$ cat config.mk
export PLATFORM = sky130hd
export DESIGN_NAME = icache_output_flat
export DESIGN_NICKNAME = d
export VERILOG_FILES = /design/src/design/icache_pkg.sv /design/src/design/icache_rsp_if.sv /design/src/design/icache_output.sv /design/src/flat_wrapper.sv
export SDC_FILE = /design/constraint.sdc
export NUM_CORES = 1
export LEC_CHECK = 0
export ABC_AREA = 1
export BUFFER_PORTS_ARGS = -buffer_cell sky130_fd_sc_hd__buf_4
export CAP_MARGIN = 10
export CORE_AREA = 2 2 266 268
export DETAILED_ROUTE_END_ITERATION = 8
export DIE_AREA = 0 0 268 270
export RECOVER_POWER = 100
export SYNTH_ARGS = -nofsm -noshare
export SYNTH_HDL_FRONTEND = slang
export SYNTH_SLANG_ARGS = --single-unit
$ cat constraint.sdc
create_clock -name vclk -period 0.8
set_input_delay 0.04 -clock vclk [all_inputs]
set_output_delay 0.04 -clock vclk [all_outputs]
set_load 0.02 [all_outputs]
$ cat src/design/icache_pkg.sv
`default_nettype none

package icache_pkg;

	// ------------------------------
	// fetch address split
	// ------------------------------
	localparam int addr_w   = 32;
	localparam int off_w    = 4;                 // byte offset inside a line
	localparam int word_lsb = 2;                 // instructions are word aligned
	localparam int word_w   = off_w - word_lsb;  // 2
	localparam int set_lsb  = off_w;
	localparam int set_w    = 6;                 // addr[9:4]
	localparam int tag_lsb  = set_lsb + set_w;
	localparam int tag_w    = addr_w - tag_lsb;  // addr[31:10], 22 bits

	// ------------------------------
	// cache geometry
	// ------------------------------
	localparam int ways   = 4;
	localparam int sets   = 1 << set_w;          // 64
	localparam int words  = 1 << word_w;         // instructions per line
	localparam int inst_w = 32;
	localparam int line_w = words * inst_w;      // 128

endpackage

`default_nettype wire

$ cat src/design/icache_rsp_if.sv
`timescale 1ns/1ps
`default_nettype none

// registered lookup result, one response in flight
interface icache_rsp_if (
	input wire clk,
	input wire rst
);
	logic [icache_pkg::ways-1:0]   hit_way_q;    // one-hot way, zero after a miss
	logic [icache_pkg::line_w-1:0] fill_line_q;  // line returned by memory on a miss
	logic [icache_pkg::word_w-1:0] word_q;       // word of the accepted address
	logic                          pending_q;    // response owed to the fetch stage

	modport lookup_side (
		output hit_way_q,
		output fill_line_q,
		output word_q,
		output pending_q
	);

	modport out_side (
		input clk,
		input rst,
		input hit_way_q,
		input fill_line_q,
		input word_q,
		input pending_q
	);
endinterface

`default_nettype wire

$ cat src/design/icache_output.sv
`timescale 1ns/1ps
`default_nettype none

module icache_output (
	icache_rsp_if.out_side                                     rsp,
	input  wire  [icache_pkg::ways-1:0][icache_pkg::line_w-1:0] way_data,
	output logic [icache_pkg::inst_w-1:0]                       inst,
	output logic                                                inst_valid
);

	logic [icache_pkg::line_w-1:0] line_sel;

	// ------------------------------
	// way select or fill bypass
	// ------------------------------
	always_comb begin
		line_sel = '0;
		for (int w = 0; w < icache_pkg::ways; w++) begin
			if (rsp.hit_way_q[w]) begin
				line_sel = line_sel | way_data[w];
			end
		end
		if (rsp.hit_way_q == '0) begin
			line_sel = rsp.fill_line_q;    // last access missed
		end
	end

	// ------------------------------
	// word select
	// ------------------------------
	always_comb begin
		inst = line_sel[0 +: icache_pkg::inst_w];
		for (int i = 1; i < icache_pkg::words; i++) begin
			if (int'(rsp.word_q) == i) begin
				inst = line_sel[i*icache_pkg::inst_w +: icache_pkg::inst_w];
			end
		end
	end

	assign inst_valid = rsp.pending_q;

	// the lookup side must hand over a clean way select every cycle
	a_sel_onehot0: assert property (@(posedge rsp.clk) disable iff (rsp.rst)
		$onehot0(rsp.hit_way_q))
		else $error("response selects more than one way");

endmodule

`default_nettype wire

$ cat src/flat_wrapper.sv
// flat-port wrapper written by rule: the top's interface ports become plain ports
module icache_output_flat 
  (way_data, inst, inst_valid, clk, rst, rsp_hit_way_q, rsp_fill_line_q, rsp_word_q, rsp_pending_q);
  icache_rsp_if rsp_i (.clk(clk), .rst(rst));
  input  wire  [icache_pkg::ways-1:0][icache_pkg::line_w-1:0] way_data;
  output logic [icache_pkg::inst_w-1:0] inst;
  output logic inst_valid;
  input wire logic clk;
  input wire logic rst;
  input wire logic [$bits(rsp_i.hit_way_q)-1:0] rsp_hit_way_q;
  input wire logic [$bits(rsp_i.fill_line_q)-1:0] rsp_fill_line_q;
  input wire logic [$bits(rsp_i.word_q)-1:0] rsp_word_q;
  input wire logic [$bits(rsp_i.pending_q)-1:0] rsp_pending_q;
  assign rsp_i.hit_way_q = rsp_hit_way_q;
  assign rsp_i.fill_line_q = rsp_fill_line_q;
  assign rsp_i.word_q = rsp_word_q;
  assign rsp_i.pending_q = rsp_pending_q;
  icache_output u_core (.rsp(rsp_i), .way_data(way_data), .inst(inst), .inst_valid(inst_valid));
endmodule
==> results of run 1 <==
routing by layer:
layer | GRT usage | part of all wire
met5 | 0 | 0.00060
met3 | 0.0232 | 0.062
met1 | 0.166 | 0.38
met4 | 0.0604 | 0.040
met2 | 0.301 | 0.52
layout by cell type, fill, tap and decap left out:
master,instances
nand2_1,1039
buf_4,722
nor2_1,112
nand2_2,98
nand3_1,78
buf_12,47
buf_6,45
nand3_2,44
inv_1,23
nand2_4,16
nor2_2,15
buf_16,13
buf_8,13
inv_2,12
diode_2,7
nand3_4,6
clkbuf_16,6
nor2_4,5
inv_4,1
bufbuf_16,1
per-stage QoR:
| step | setup WS (ns) | setup TNS [ns] | power (uW) | utilization | hold WS [ns] |
|---|---|---|---|---|---|
| floorplan | -0.0616 | -1.81 | 3040 | - | 0.193 |
| global placement | -1.05 | -26.41 | 7860 | 0.191 | 0.0801 |
| detailed placement | -1.02 | -26.27 | 7840 | 0.191 | 0.0801 |
| CTS | -0.720 | -21.17 | 8900 | 0.210 | 0.0801 |
| global route | -0.739 | -21.98 | 9900 | 0.218 | 0.0801 |
| finish | -0.673 | -19.32 | 9110 | 0.218 | 0.0800 |
repair_timing:
action	4_1_cts	5_1_grt
setup endpoints to repair	32	32
buffers inserted	27	8
hold buffers	0	0
gates resized for setup	171	123
cloned	15	6
pin swaps	53	102
area by class of cell:
type | count | area, um^2
well taps | 940 | 1180
repair buffers | 847 | 7600
multi-input cells | 1413 | 6200
fillers | 8119 | 54400
diodes | 7 | 17.5
inverters | 36 | 138
cell usage after synthesis, drive strengths merged:
master,number
buf,91
clkbuf,9
inv,36
nand2,1153
nand3,128
nor2,132
critical path, stage by stage:
cell     delay, ns
buf_12        0.12
buf_12        0.16
nand2_1       0.14
nand2_1       0.07
nor2_1        0.18
buf_4         0.18
nand2_1       0.06
nand2_1       0.06
nand2_1       0.06
nand2_2       0.08
nand2_2       0.08
buf_6         0.13
worst max path at each step:
stage	cells past startpoint	from	slack, ns	to
2_1_floorplan	9	rsp_hit_way_q[1]	-0.06	inst[23]
3_3_place_gp	10	rsp_hit_way_q[1]	-1.05	inst[19]
3_5_place_dp	10	rsp_hit_way_q[1]	-1.02	inst[17]
4_1_cts	13	rsp_hit_way_q[2]	-0.72	inst[23]
5_1_grt	14	rsp_hit_way_q[1]	-0.74	inst[5]
6_report	12	rsp_hit_way_q[1]	-0.67	inst[5]
power by group:
group          internal [uW]  switching, uW  total (uW)   leakage, uW
Sequential                 0              0           0             0
Clock                0.00111              0     0.00111  0.0000000444
Combinational           4660           4440        9110       0.00838
cell families (layout without fill, tap and decap cells):
family / count (synthesis) / in the layout / synth area share
simple gates: 1413 / 1413 / 0.884
other cells: 0 / 7 / 0
buf+inv: 136 / 883 / 0.116
==> summary.txt, run 1 <==
Run status
  • Outcome: complete, but fails checks
  • Failing checks: setup timing

Detailed routing
  • DRC violations left: 0
  • Routed Antenna Nets: 0
  • Via density: 3.81
  • Iter 0 DRT Violations: 459
  • Routed vias: 12.4k
  • Pre-antenna DRT Iters: 5
  • Detailed Route WL: 61600 um
  • DR WL/cell: 19.0 um

Floorplan
  • Die area: 72400 um^2
  • Core ar.: 69500 um^2
  • IO Count: 682
  • Die Ht: 270 um
  • FP Rows: 97
  • Starting density of the core: 0.0890
  • Chip Width: 268 um

Global route
  • Initial antenna violation count: 10
  • Total GRT Usage: 0.156
  • First-pass GRT wire length: 80900 um
  • Total grt overflow: 0
  • Number of global-route vias before repair: 12.2k
  • Pin count of the biggest net entering global routing: 49

Worst hold path
  • Hold Crit Start: rsp_pending_q
  • Hold Path End: inst_valid
  • Worst min path class: in -> out
  • Worst Hold Depth: 0

Placement
  • Placed insts: 3186
  • Placed cell areas: 13300 um^2
  • GPL Wtd Cong: 0.891
  • # port buffers: 678
  • Final HPWL DP: 48200 um

Synth
  • Synth area leaders: nand2_1, nand3_1, nor2_1
  • Post-Syn Nets: 2198
  • Top cell type's share of synthesized area: 0.699
  • Synthesized instance count: 1549
  • Cell taking the most area after synthesis: nand2_1
  • Post-Syn Area per Cell: 4.00 um^2
  • Synth warn: 0
  • Library cells used by synthesis: 11
  • Sequential share of the synthesized area: 0
  • Cell area after synthesis: 6190 um^2

STA
  • Final Hold Fails: 0
  • RSZ-0062 raised after global routing: true
  • Setup violators final: 32
  • Crit path time final: 1.47 ns
  • Worst setup margin: -0.673 ns
  • Worst-margin pin slew: 0.306 ns
  • Final worst path period share: 1.84
  • FMAX: 0.679 GHz
  • Slew margin rel.: 0.796
  • Max-slew violations: 0

Critical path
  • Max FO, Critical Path: 46
  • CP startpoint kind: primary input
  • Setup crit end kind: output port
  • Setup CP Type: in -> out
  • Worst Path Arrival: 1.43 ns
  • Worst path required time: 0.76 ns

Power and ir drop
  • Peak VDD IR: 0.246 mV
  • Leakage: 0.00838 uW
  • Pwr Density: 602 nW/um^2

Finish
  • Nets: 2947
  • Layout cell share with drive strength beyond 1: 0.455
  • Clock buffer count: 0
  • Seq_cells: 0
  • Synth-to-layout area growth: 145%
  • FF/Latch Area: 0 um^2
  • Post-route cell area: 15100 um^2
  • Non-Filler Instances: 3243

Run
  • Max cap viols: 0
(Power assumes the default switching activity.)
==> inputs of run 2 (changes only) <==
- BUFFER_PORTS_ARGS: -buffer_cell sky130_fd_sc_hd__buf_4 -> -buffer_cell sky130_fd_sc_hd__clkbuf_2
==> run 2 against run 1 <==
Compared with the run above:
- the flow still finishes with violations (setup timing)
- critical path depth is 2 higher
- sequential share of layout area unchanged
- critical path type unchanged
- largest power group unchanged
- non-clock buffer count grew 6
- routed wire length decreased by 5.1%
- flip-flop and latch count is the same
==> summary.txt, run 2 (synthesized netlist as in run 1, its figures left out) <==
Run status
  • Outcome: complete, but fails checks (unchanged)
  • Failing checks: setup timing (unchanged)

Critical path
  • Setup crit end kind: output port (unchanged)
  • CP Launch Point: rsp_hit_way_q[0] (was rsp_hit_way_q[1])
  • Setup CP Type: in -> out (unchanged)
  • Slowest CP cell: buf_16 (was nor2_1)
  • Max FO, Critical Path: 7 (was 46)
  • Worst Path Arrival: 1.49 ns (was 1.43 ns)
  • Max incr delay on CP: 0.15 ns (was 0.18 ns)
  • Worst path required time: 0.76 ns (about the same)
  • CP startpoint kind: primary input (unchanged)
  • Critical path cell sequence: buf_12 > nor2_4 > buf_12 > buf_16 > buf_12 > buf_16 > buf_8 > nand3_2 > nand2_1 > nand2_1 > nand2_1 > inv_1 > nand2_2 > buf_8 (was buf_12 > buf_12 > nand2_1 > nand2_1 > nor2_1 > buf_4 > nand2_1 > nand2_1 > nand2_1 > nand2_2 > nand2_2 > buf_6)

Placement
  • GPL Wtd Cong: 0.950 (was 0.891)
  • # port buffers: 678 (unchanged)
  • Pre-CTS setup slack: -1.08 ns (was -1.02 ns)
  • Final HPWL DP: 45800 um (was 48200 um)

Detailed routing
  • Routed Antenna Nets: 0 (unchanged)
  • Routed vias: 12.4k (about the same)
  • Iter 0 DRT Violations: 511 (was 459)
  • Detailed Route WL: 58400 um (was 61600 um)
  • DR WL/cell: 18.0 um (was 19.0 um)
  • Pre-antenna DRT Iters: 5 (unchanged)
  • Via density: 3.80 (was 3.81)
  • DRC violations left: 0 (unchanged)

STA
  • Slew margin rel.: 0.798 (was 0.796)
  • Final worst path period share: 1.91 (was 1.84)
  • Worst setup margin: -0.728 ns (was -0.673 ns)
  • Worst hold slack: 0.0800 ns (about the same)
  • Final Hold Fails: 0 (unchanged)
  • Worst-margin pin slew: 0.303 ns (was 0.306 ns)
  • Setup violators final: 32 (unchanged)
  • Crit path time final: 1.53 ns (was 1.47 ns)
  • Max-slew violations: 0 (unchanged)
  • RSZ-0062 raised after global routing: true (unchanged)
  • FMAX: 0.654 GHz (was 0.679 GHz)

Power and ir drop
  • Sequential Power Share: 0 (about the same)
  • Peak VDD IR: 0.292 mV (was 0.246 mV)
  • Total power: 8590 uW (was 9110 uW)
  • Sw power: 4560 uW (was 4440 uW)
  • Sw Ratio: 0.531 (was 0.488)
  • Pwr Density: 613 nW/um^2 (was 602 nW/um^2)
  • Combinational Power Share: 1.000 (about the same)
  • Pint: 4030 uW (was 4660 uW)
  • Clock power share: 0 (about the same)
  • Leakage: 0.00811 uW (was 0.00838 uW)

Floorplan
  • FP Rows: 97 (unchanged)
  • Die area: 72400 um^2 (unchanged)
  • Core ar.: 69500 um^2 (unchanged)
  • Die Ht: 270 um (unchanged)
  • Chip Width: 268 um (unchanged)
  • IO Count: 682 (unchanged)
  • Starting density of the core: 0.0890 (unchanged)

Worst hold path
  • Worst min path class: in -> out (unchanged)
  • Hold Crit Start: rsp_pending_q (unchanged)
  • Hold Path End: inst_valid (unchanged)
  • Worst Hold Depth: 0 (unchanged)

Global route
  • First-pass GRT wire length: 77500 um (was 80900 um)
  • Number of global-route vias before repair: 12.1k (was 12.2k)
  • Initial antenna violation count: 13 (was 10)
  • Total grt overflow: 0 (unchanged)
  • Total GRT Usage: 0.148 (was 0.156)
  • Pin count of the biggest net entering global routing: 49 (unchanged)

Finish
  • Nets: 2953 (was 2947)
  • FF/Latch Area: 0 um^2 (unchanged)
  • Synth-to-layout area growth: 126% (was 145%)
  • Layout cell share with drive strength beyond 1: 0.477 (was 0.455)
  • Seq_cells: 0 (unchanged)
  • Layout Utilization: 0.201 (was 0.218)
  • Most common library cell in the layout ignoring fill and taps: nand2_1 (unchanged)
  • Clock buffer count: 0 (unchanged)
  • Leading cell types in the layout, fill and taps excluded: nand2_1, clkbuf_2, nand2_2, nor2_1, buf_4 (was nand2_1, buf_4, nor2_1, nand2_2, nand3_1)

Clocking
  • Post-CTS Hold Buffers: 0 (unchanged)

Run
  • Max cap viols: 0 (unchanged)
## run 2: power by group through the flow
| stage | clock network [uW] | logic (uW) | registers [uW] |
|---|---|---|---|
| 2_1_floorplan | 0 | 3040 | 0 |
| 3_3_place_gp | 0 | 6740 | 0 |
| 3_5_place_dp | 0 | 6720 | 0 |
| 4_1_cts | 0 | 8120 | 0 |
| 5_1_grt | 0.00134 | 9350 | 0 |
| 6_report | 0.00151 | 8590 | 0 |
## run 2: layer usage
| metal | vias up | part of all wire | GRT usage |
|---|---|---|---|
| met1 | 5398 | 0.38 | 0.159 |
| met2 | 674 | 0.51 | 0.286 |
| met5 | - | 0.00017 | 0 |
| li1 | 6179 | - | - |
| met4 | 2 | 0.048 | 0.0629 |
| met3 | 107 | 0.060 | 0.0196 |
## run 2: per-stage QoR
stage,setup TNS [ns],instances,instance area [um^2]
floorplan,-1.81,1549,6410
global placement,-27.71,3185,11500
detailed placement,-27.57,3185,11500
CTS,-22.59,3224,13200
global route,-23.59,3250,14000
finish,-20.95,3251,14000
## run 2: cell type report
type / count / area, um^2
Fill cell: 8085 / 55500
Multi-Input combinational cell: 1413 / 6470
Timing Repair Buffer: 853 / 6190
Tap cell: 940 / 1180
Inverter: 36 / 149
Antenna cell: 9 / 22.5
## run 2: timing repair
action / in CTS / in global routing
cloned: 15 / 4
resized for setup: 259 / 167
endpoints found under the setup margin: 32 / 32
pin swaps: 102 / 95
buffers inserted: 26 / 17
## run 2: worst max-delay path by stage
| stage | to | slack (ns) | cells past startpoint |
|---|---|---|---|
| final | inst[31] | -0.73 | 14 |
| after global placement | inst[5] | -1.08 | 11 |
| after CTS | inst[17] | -0.76 | 11 |
| after global routing | inst[0] | -0.79 | 14 |
| after floorplan | inst[23] | -0.06 | 9 |
| after detailed placement | inst[5] | -1.08 | 11 |
## run 2: critical path: cells and delay by family
family	cells	cell delay, ns
AND/OR/NAND/NOR	6	0.50
buffers and inverters	8	0.93
